`src/include/array_defs.svh`:
```
`ifndef ARRAY_DEFS_SVH
`define ARRAY_DEFS_SVH

// PE grid of the systolic array
`define ARRAY_ROWS 4
`define ARRAY_COLS 4

// Largest N for an N x N product
`define MAX_MAT_N 16

// Entries in the coordinate FIFO between gather and drain
`define COORD_FIFO_DEPTH 8

`endif

```
`src/source/array_pkg.sv`:
```
`default_nettype none

package array_pkg;

  `include "array_defs.svh"

  localparam int N_BITS = $clog2(`MAX_MAT_N + 1);   // Holds N itself, not only N-1
  // Worst case is the corner PE delay plus one compute window
  localparam int CT_BITS = $clog2((`ARRAY_ROWS - 1) + (`ARRAY_COLS - 1) +
                                  ((`MAX_MAT_N + 3) / 4) + 1);

  typedef logic [N_BITS-1:0]  coord_t;
  typedef logic [CT_BITS-1:0] cycle_t;

  // ceil(N/4) cycles, one per group of four MACs
  function automatic cycle_t compute_window(coord_t n);
    return cycle_t'((int'(n) + 3) / 4);
  endfunction

endpackage

`default_nettype wire

```
`src/source/coord_if.sv`:
```
`timescale 1ns/100ps
`default_nettype none

interface coord_if;
  import array_pkg::*;

  logic   valid;   // Item present
  logic   hold;    // Consumer not ready, producer keeps item stable
  coord_t row;
  coord_t col;

  modport producer (output valid, output row, output col, input hold);
  modport consumer (input valid, input row, input col, output hold);

endinterface

`default_nettype wire

```
`src/source/tile_scheduler.sv`:
```
`timescale 1ns/100ps
`default_nettype none

`include "array_defs.svh"

module tile_scheduler (
  input  logic              clk,
  input  logic              reset,
  input  logic              start,
  input  array_pkg::coord_t mat_size,
  input  logic              stall,
  output logic              input_valid,
  output array_pkg::coord_t pos_row,
  output array_pkg::coord_t pos_col,
  output logic              busy
);
  import array_pkg::*;

  coord_t size_q;      // N latched at start
  cycle_t win_cnt;     // Cycles left until the next injection
  coord_t next_row;
  coord_t next_col;
  logic   last_tile;

  assign next_col  = pos_col + coord_t'(`ARRAY_COLS);
  assign next_row  = pos_row + coord_t'(`ARRAY_ROWS);
  assign last_tile = (next_col >= size_q) && (next_row >= size_q);

  // Inject whenever the window has run out
  assign input_valid = busy && (win_cnt == '0);

  always_ff @(posedge clk) begin
    if (reset) begin
      busy    <= 1'b0;
      win_cnt <= '0;
    end else if (!busy) begin
      if (start) begin
        busy    <= 1'b1;
        win_cnt <= '0;   // First tile goes in the next cycle
        size_q  <= mat_size;
        pos_row <= '0;
        pos_col <= '0;
      end
    end else if (!stall) begin
      if (input_valid) begin
        win_cnt <= compute_window(size_q) - cycle_t'(1);
        if (last_tile) begin
          busy <= 1'b0;
        end else if (next_col < size_q) begin
          pos_col <= next_col;   // Step along the tile row
        end else begin
          pos_col <= '0;         // Wrap to the next tile row
          pos_row <= next_row;
        end
      end else begin
        win_cnt <= win_cnt - cycle_t'(1);
      end
    end
  end

endmodule

`default_nettype wire

```
`src/source/output_coordinator.sv`:
```
`timescale 1ns/100ps
`default_nettype none

`include "array_defs.svh"

module output_coordinator #(
  parameter int ROWS = `ARRAY_ROWS,
  parameter int COLS = `ARRAY_COLS
) (
  input  logic              clk,
  input  logic              reset,
  input  array_pkg::coord_t mat_size,
  input  logic              input_valid,   // Tile injected at PE(0,0)
  input  logic              stall,
  input  array_pkg::coord_t pos_row,       // Tile base row
  input  array_pkg::coord_t pos_col,       // Tile base column
  output logic              out_valid [ROWS*COLS],
  output array_pkg::coord_t out_row   [ROWS*COLS],
  output array_pkg::coord_t out_col   [ROWS*COLS]
);
  import array_pkg::*;

  localparam int NUM_PE = ROWS * COLS;

  cycle_t window;
  cycle_t start_cnt [NUM_PE];   // Window length the PE started with
  cycle_t cur_cnt   [NUM_PE];   // Zero in the PE's last compute cycle
  logic   active    [NUM_PE];
  coord_t base_row  [NUM_PE];
  coord_t base_col  [NUM_PE];
  logic   started   [NUM_PE];   // First active cycle
  logic   load      [NUM_PE];   // Take a tile next edge
  cycle_t ld_cnt    [NUM_PE];
  coord_t ld_row    [NUM_PE];
  coord_t ld_col    [NUM_PE];

  function automatic int pe_idx(int r, int c);
    return r * COLS + c;
  endfunction

  // Column 0 is fed from above, every other PE from its left
  function automatic int src_idx(int r, int c);
    return (c == 0) ? pe_idx(r - 1, 0) : pe_idx(r, c - 1);
  endfunction

  assign window = compute_window(mat_size);

  always_comb begin
    for (int k = 0; k < NUM_PE; k++) begin
      started[k] = active[k] && (cur_cnt[k] == start_cnt[k] - cycle_t'(1));
    end
    load[0]   = input_valid;
    ld_cnt[0] = window;
    ld_row[0] = pos_row;
    ld_col[0] = pos_col;
    for (int i = 0; i < ROWS; i++) begin
      for (int j = 0; j < COLS; j++) begin
        if (i + j != 0) begin
          load[pe_idx(i, j)]   = started[src_idx(i, j)];
          ld_cnt[pe_idx(i, j)] = start_cnt[src_idx(i, j)];
          ld_row[pe_idx(i, j)] = base_row[src_idx(i, j)];
          ld_col[pe_idx(i, j)] = base_col[src_idx(i, j)];
        end
      end
    end
  end

  always_ff @(posedge clk) begin
    if (reset) begin
      for (int k = 0; k < NUM_PE; k++) begin
        active[k] <= 1'b0;
      end
    end else if (!stall) begin
      for (int k = 0; k < NUM_PE; k++) begin
        if (load[k]) begin
          active[k] <= 1'b1;   // New tile wins over retiring the old one
        end else if (active[k] && cur_cnt[k] == '0) begin
          active[k] <= 1'b0;
        end
      end
    end
  end

  always_ff @(posedge clk) begin
    if (!stall) begin
      for (int k = 0; k < NUM_PE; k++) begin
        if (load[k]) begin
          start_cnt[k] <= ld_cnt[k];
          cur_cnt[k]   <= ld_cnt[k] - cycle_t'(1);
          base_row[k]  <= ld_row[k];
          base_col[k]  <= ld_col[k];
        end else if (active[k] && cur_cnt[k] != '0) begin
          cur_cnt[k] <= cur_cnt[k] - cycle_t'(1);
        end
      end
    end
  end

  // Absolute result position is tile base plus PE offset
  always_comb begin
    for (int i = 0; i < ROWS; i++) begin
      for (int j = 0; j < COLS; j++) begin
        out_valid[pe_idx(i, j)] = active[pe_idx(i, j)] && (cur_cnt[pe_idx(i, j)] == '0) &&
                                  !stall;
        out_row[pe_idx(i, j)] = base_row[pe_idx(i, j)] + coord_t'(i);
        out_col[pe_idx(i, j)] = base_col[pe_idx(i, j)] + coord_t'(j);
      end
    end
  end

endmodule

`default_nettype wire

```
`src/source/result_gather.sv`:
```
`timescale 1ns/100ps
`default_nettype none

`include "array_defs.svh"

module result_gather #(
  parameter int ROWS = `ARRAY_ROWS,
  parameter int COLS = `ARRAY_COLS
) (
  input  logic              clk,
  input  logic              reset,
  input  logic              out_valid [ROWS*COLS],
  input  array_pkg::coord_t out_row   [ROWS*COLS],
  input  array_pkg::coord_t out_col   [ROWS*COLS],
  output logic              stall,
  coord_if.producer         gather_q
);
  import array_pkg::*;

  localparam int NUM_PE   = ROWS * COLS;
  localparam int IDX_BITS = (NUM_PE > 1) ? $clog2(NUM_PE) : 1;

  logic [NUM_PE-1:0]   pending;            // Flags captured but not yet pushed
  coord_t              pend_row [NUM_PE];
  coord_t              pend_col [NUM_PE];
  logic [IDX_BITS-1:0] sel;                // Lowest pending index
  logic                found;

  always_comb begin
    sel   = '0;
    found = 1'b0;
    for (int k = 0; k < NUM_PE; k++) begin
      if (pending[k] && !found) begin
        sel   = IDX_BITS'(k);
        found = 1'b1;
      end
    end
  end

  assign stall          = (|pending) || gather_q.hold;
  assign gather_q.valid = found;
  assign gather_q.row   = pend_row[sel];
  assign gather_q.col   = pend_col[sel];

  always_ff @(posedge clk) begin
    if (reset) begin
      pending <= '0;
    end else if (!stall) begin
      for (int k = 0; k < NUM_PE; k++) begin
        pending[k] <= out_valid[k];   // Empty set, take a new vector
      end
    end else if (gather_q.valid && !gather_q.hold) begin
      pending[sel] <= 1'b0;
    end
  end

  always_ff @(posedge clk) begin
    if (!stall) begin
      for (int k = 0; k < NUM_PE; k++) begin
        pend_row[k] <= out_row[k];
        pend_col[k] <= out_col[k];
      end
    end
  end

endmodule

`default_nettype wire

```
`src/source/coord_fifo.sv`:
```
`timescale 1ns/100ps
`default_nettype none

`include "array_defs.svh"

module coord_fifo #(
  parameter int DEPTH = `COORD_FIFO_DEPTH
) (
  input  logic       clk,
  input  logic       reset,
  coord_if.consumer  in_q,
  coord_if.producer  out_q
);
  import array_pkg::*;

  localparam int PTR_BITS = (DEPTH > 1) ? $clog2(DEPTH) : 1;
  localparam int CNT_BITS = $clog2(DEPTH + 1);

  coord_t              mem_row [DEPTH];
  coord_t              mem_col [DEPTH];
  logic [PTR_BITS-1:0] wr_ptr;
  logic [PTR_BITS-1:0] rd_ptr;
  logic [CNT_BITS-1:0] count;
  logic                push;
  logic                pop;

  // Wraps for depths that are not a power of two
  function automatic logic [PTR_BITS-1:0] ptr_next(logic [PTR_BITS-1:0] p);
    return (p == PTR_BITS'(DEPTH - 1)) ? '0 : p + 1'b1;
  endfunction

  assign in_q.hold   = (count == CNT_BITS'(DEPTH));   // Full
  assign out_q.valid = (count != '0);
  assign out_q.row   = mem_row[rd_ptr];
  assign out_q.col   = mem_col[rd_ptr];

  assign push = in_q.valid && !in_q.hold;
  assign pop  = out_q.valid && !out_q.hold;

  always_ff @(posedge clk) begin
    if (reset) begin
      wr_ptr <= '0;
      rd_ptr <= '0;
      count  <= '0;
    end else begin
      if (push) wr_ptr <= ptr_next(wr_ptr);
      if (pop) rd_ptr <= ptr_next(rd_ptr);
      if (push && !pop) begin
        count <= count + 1'b1;
      end else if (pop && !push) begin
        count <= count - 1'b1;
      end
    end
  end

  always_ff @(posedge clk) begin
    if (push) begin
      mem_row[wr_ptr] <= in_q.row;
      mem_col[wr_ptr] <= in_q.col;
    end
  end

endmodule

`default_nettype wire

```
`src/source/result_drain.sv`:
```
`timescale 1ns/100ps
`default_nettype none

module result_drain (
  input  logic              clk,
  input  logic              reset,
  input  logic              start,
  input  array_pkg::coord_t mat_size,
  coord_if.consumer         drain_q,
  input  logic              result_hold,
  output logic              result_valid,
  output array_pkg::coord_t result_row,
  output array_pkg::coord_t result_col,
  output logic              done
);
  import array_pkg::*;

  localparam int CNT_BITS = 2 * N_BITS;   // Room for N squared

  coord_t              size_q;
  logic [CNT_BITS-1:0] res_cnt;
  logic [CNT_BITS-1:0] total;
  logic                in_range;
  logic                out_free;    // Output register empty or emptying
  logic                accept;

  assign total    = CNT_BITS'(size_q) * CNT_BITS'(size_q);
  assign in_range = (drain_q.row < size_q) && (drain_q.col < size_q);
  assign out_free = !result_valid || !result_hold;

  // Out-of-range items never wait
  assign drain_q.hold = in_range && !out_free;
  assign accept       = drain_q.valid && in_range && out_free;

  always_ff @(posedge clk) begin
    if (reset) begin
      result_valid <= 1'b0;
      done         <= 1'b0;
      res_cnt      <= '0;
      size_q       <= '0;
    end else begin
      if (start) begin
        done    <= 1'b0;
        res_cnt <= '0;
        size_q  <= mat_size;
      end else if (result_valid && !result_hold) begin
        res_cnt <= res_cnt + 1'b1;
        if (res_cnt + 1'b1 == total) done <= 1'b1;   // Last of N*N leaves
      end
      if (out_free) result_valid <= accept;
    end
  end

  always_ff @(posedge clk) begin
    if (accept) begin
      result_row <= drain_q.row;
      result_col <= drain_q.col;
    end
  end

endmodule

`default_nettype wire

```
`src/source/matmul_tracker_top.sv`:
```
`timescale 1ns/100ps
`default_nettype none

`include "array_defs.svh"

module matmul_tracker_top (
  input  logic              clk,
  input  logic              reset,
  input  logic              start,
  input  array_pkg::coord_t mat_size,
  input  logic              result_hold,
  output logic              busy,
  output logic              result_valid,
  output array_pkg::coord_t result_row,
  output array_pkg::coord_t result_col,
  output logic              done
);
  import array_pkg::*;

  localparam int NUM_PE = `ARRAY_ROWS * `ARRAY_COLS;

  logic   input_valid;
  coord_t pos_row;
  coord_t pos_col;
  logic   stall;          // Back-pressure from the gather stage
  logic   out_valid [NUM_PE];
  coord_t out_row   [NUM_PE];
  coord_t out_col   [NUM_PE];

  coord_if gather_q ();
  coord_if drain_q ();

  tile_scheduler u_tile_scheduler (
    .clk(clk), .reset(reset), .start(start), .mat_size(mat_size), .stall(stall),
    .input_valid(input_valid), .pos_row(pos_row), .pos_col(pos_col), .busy(busy)
  );

  output_coordinator #(.ROWS(`ARRAY_ROWS), .COLS(`ARRAY_COLS)) u_output_coordinator (
    .clk(clk), .reset(reset), .mat_size(mat_size), .input_valid(input_valid),
    .stall(stall), .pos_row(pos_row), .pos_col(pos_col),
    .out_valid(out_valid), .out_row(out_row), .out_col(out_col)
  );

  result_gather #(.ROWS(`ARRAY_ROWS), .COLS(`ARRAY_COLS)) u_result_gather (
    .clk(clk), .reset(reset), .out_valid(out_valid), .out_row(out_row),
    .out_col(out_col), .stall(stall), .gather_q(gather_q)
  );

  coord_fifo #(.DEPTH(`COORD_FIFO_DEPTH)) u_coord_fifo (
    .clk(clk), .reset(reset), .in_q(gather_q), .out_q(drain_q)
  );

  result_drain u_result_drain (
    .clk(clk), .reset(reset), .start(start), .mat_size(mat_size), .drain_q(drain_q),
    .result_hold(result_hold), .result_valid(result_valid), .result_row(result_row),
    .result_col(result_col), .done(done)
  );

endmodule

`default_nettype wire

```
`config.mk`:
```
export PLATFORM = sky130hd
export DESIGN_NAME = matmul_tracker_top
export DESIGN_NICKNAME = d
export VERILOG_FILES = /design/src/source/array_pkg.sv /design/src/source/coord_if.sv /design/src/source/tile_scheduler.sv /design/src/source/output_coordinator.sv /design/src/source/result_gather.sv /design/src/source/coord_fifo.sv /design/src/source/result_drain.sv /design/src/source/matmul_tracker_top.sv
export VERILOG_INCLUDE_DIRS = /design/src /design/src/include
export SDC_FILE = /design/constraint.sdc
export NUM_CORES = 1
export LEC_CHECK = 0
export ABC_AREA = 1
export BUFFER_PORTS_ARGS = -buffer_cell sky130_fd_sc_hd__buf_2
export CORE_MARGIN = 5
export CORE_UTILIZATION = 44
export CTS_CLUSTER_DIAMETER = 100
export DETAILED_ROUTE_END_ITERATION = 8
export PLACE_DENSITY = 0.59
export SYNTH_ARGS = -nofsm -noshare
export SYNTH_HDL_FRONTEND = slang
export SYNTH_SLANG_ARGS = --single-unit
```
`constraint.sdc`:
```
create_clock -name clk -period 5 [get_ports clk]
set_input_delay 0.25 -clock clk [delete_from_list [all_inputs] [get_ports clk]]
set_output_delay 0.25 -clock clk [all_outputs]
set_load 0.1 [all_outputs]
```
==> results.yml <==
critical_path:
  critPathMaxFanout: 40
  end_kind: "flip-flop"
  cp-start-kind: "flip-flop"
  crit_arrival_ns: 4.96
  required_ns: 5.49
  criticalPathCategory: "reg -> reg"
route:
  post-route-drc-count: 0
  wl_mm: 49.99
  routedWlPerCell_um: 16.54
  viasPerCell: 5.124
  drtPass1Iterations: 5
  vias: 15484
  drt_iter0_markers: 1164
  drtAntennaViolNets: 0
placement:
  hpwl_mm: 33.56
  place_ws_ns: 0.4775
  gp_congestion: 0.8312
  numPortBuffers: 21
  placed_cells: 2914
cts:
  clkSinkCount: 493
  cts_root_buffer: "clkbuf_16"
  numCtsBuffers: 54
  path_clk_slew_ns: 0.06
  clkLatencyLatePin_ns: 0.60
  clockBufferDepth: 3
  h-tree-depth: 2
  cts_tree: "done"
  cts_setup_buffers: 0
pwr:
  p_leak_nw: 10.58
  finalPower_mw: 18.01
  irDropWorstVdd_mv: 0.4879
  cellPowerDensity_nw_per_um2: 692.3
finish:
  synthToLayoutAreaGrowth_pct: 11.87
  multi_input_area_sq_um: 7814
  seq_area_sq_um: 14290
  layout-drive-gt1-share_pct: 6.127
  num-nets-final: 2390
  final_cells: 3022
  diodes: 0
  final_core_util_pct: 49.61
  nFillCells: 4703
yosys:
  syn_inst: 2238
  seq_area_frac_synth_pct: 61.45
  syn-cell-area_sq_um: 23260
  synthAdderAreaFrac_pct: 5.046
  synth_xor_area_share_pct: 4.744
  ys_ff_latch: 493
  synth_top_cell_by_area: "edfxtp_1"
  synthesis.nets: 2339
  synth_top_area_share_pct: 57.06
  synth.area.top_cells: "edfxtp_1, nand2_1, ha_1"
  yosys_warnings: 0
  synth_compound_area_share_pct: 6.638
  synth.area.mux_share_pct: 0
  synth-simple-area-share_pct: 17.02
  synth_top_family_by_area: "simple AND/OR/NAND/NOR gates"
  synth_cell_types: 51
  syn_area_per_cell_sq_um: 10.39
global_route:
  grt_pass1_vias: 15451
  antenna_found_initial: 0
  grt-ovfl-total: 0
  grt_first_pass_wirelength_mm: 80.49
  grt_use_total_pct: 17.29
  grt_max_degree: 101
sta:
  finalCritPeriodShare_pct: 89.42
  relSlewSlack_pct: 13.75
  worst_pin_slew_ns: 1.289
  hold_viol: 0
  finalSetupTns_ns: 0
  rsz0062_at_grt: "false"
  setup_ws_ns: 0.5288
  drv_slew: 0
  final.min_clock_period_ns: 4.471
  setup_violations: 0
  fmax_mhz: 223.7
  fin_worst_skew_ns: 0.02869
floorplanning:
  die_w_um: 239.9
  fp-row-count: 84
  dieArea_sq_um: 57560
  io_pins: 22
  coreArea_sq_um: 52450
  floorplan.initialDensity_pct: 44.35
  die_h_um: 239.9
hold_path:
  hp-class: "in -> reg"
run_status:
  status: "finished clean"
run:
  cap_violations: 0
-- path summary, 6_finish.rpt --
kind | startpoint | end | slack, ns | depth (start not counted)
max reg2reg | flip-flop | u_coord_fifo.count[3] | 0.53 | 22
min | reset | u_coord_fifo.wr_ptr[1] | 0.21 | 3
max | flip-flop | u_coord_fifo.count[3] | 0.53 | 22
min reg2reg | u_output_coordinator.base_row[0][39] | u_result_gather.pend_row[7][4] | 0.42 | 0
-- Yosys cell counts, drive strengths merged --
cell     count
fa           3
and3         2
a21o         1
o32ai        1
o31ai        4
a31oi       11
xnor2       57
nor3        32
dfxtp       51
o211ai       9
edfxtp     442
nor2       212
a2111oi      1
a211oi       2
o22ai       22
nand2      518
nand3b       4
a21boi       1
clkinv       3
a22oi        1
nor4        11
xor2        69
ha          89
a32o         2
buf         33
o311ai       2
clkbuf      25
inv        237
a21oi       63
nand4       30
nand3      131
o211a        1
o21bai       2
o21ai      157
or2          5
o2111ai      1
and2         2
a31o         1
-- through the flow --
step	cell area, sq um	hold slack [ns]
after detailed placement	24180	0.4054
after floorplan	23260	0.3489
after CTS	26020	0.1692
after global placement	24180	0.4012
final	26020	0.2067
after global routing	26020	0.2042
-- flip-flops by register name, summed over array words and instances (netlist names), 3 cells and up, named ones only --
signal	flops
u_coord_fifo.count	4
u_coord_fifo.mem_col	40
u_coord_fifo.mem_row	40
u_coord_fifo.rd_ptr	3
u_coord_fifo.wr_ptr	3
u_output_coordinator.active	16
u_output_coordinator.base_col	65
u_output_coordinator.base_row	39
u_output_coordinator.cur_cnt	64
u_output_coordinator.start_cnt	36
u_result_drain.res_cnt	10
u_result_drain.result_col	5
u_result_drain.result_row	5
u_result_drain.size_q	5
u_result_gather.pend_col	80
u_result_gather.pend_row	39
u_result_gather.pending	16
u_tile_scheduler.pos_col	5
u_tile_scheduler.pos_row	3
u_tile_scheduler.size_q	5
u_tile_scheduler.win_cnt	4
-- final cells by class --
| type | count | area share (%) |
|---|---|---|
| flip-flops and latches | 493 | 54.93 |
| multi-input cells | 1447 | 30.03 |
| clock buffers | 77 | 5.804 |
| inverters | 240 | 3.496 |
| well taps | 688 | 3.308 |
| repair buffers | 53 | 1.443 |
| clock inverters | 24 | 0.9858 |
-- layout by cell type, fill, tap and decap left out, types with 24 or more instances in the layout --
cell type	instances
nand2_1	515
edfxtp_1	442
inv_1	231
nor2_1	205
o21ai_0	149
nand3_1	131
ha_1	89
xor2_1	69
a21oi_1	63
xnor2_1	57
clkbuf_16	56
dfxtp_1	51
nor3_1	30
nand4_1	29
buf_4	24
-- cell families (layout without fill, tap and decap cells) --
group,count (synthesis),count (layout)
and+or+nand+nor,947,947
DFF,493,493
adders and majority gates,92,92
buffers and inverters,298,394
xor gates and xnor gates,126,126
AOI/OAI and AO/OA,282,282
-- metal layers --
| layer | track usage [%] | vias to the layer above | routed length (um) |
|---|---|---|---|
| met4 | 5.279 | 0 | 1181 |
| met1 | 24.29 | 7372 | 23470 |
| met2 | 28.38 | 297 | 23480 |
| met3 | 2.191 | 76 | 1856 |
| li1 | - | 7739 | - |
| met5 | 0 | - | 0 |
-- what timing repair did --
action,CTS,global route
setup endpoints to repair,0,1
resized for setup,0,1
hold endpoints to repair,11,0
hold buffers,7,0
-- report_power, final --
group / internal [mW] / switching [mW]
Clock: 2.35 / 1.57
Sequential: 6.73 / 0.603
Combinational: 1.87 / 4.89
-- critical path: stages, from the launching register on --
cell and delay, ns:
dfxtp_1 0.39, clkinvlp_4 0.50, o21ai_0 0.39, o22ai_1 0.11, nor2_1 0.11, a31oi_1 0.09
ha_1 0.35, a21oi_1 0.11, o21ai_0 0.10, a21oi_1 0.21, nand3_1 0.16, and2_1 0.23
inv_1 0.08, ha_1 0.18, inv_1 0.10, ha_1 0.34, and3_1 0.19, a211oi_1 0.26
nor2_1 0.07, nor2_1 0.09, nand2_1 0.07, o21ai_0 0.16, a21oi_1 0.05
(Power assumes the default switching activity.)
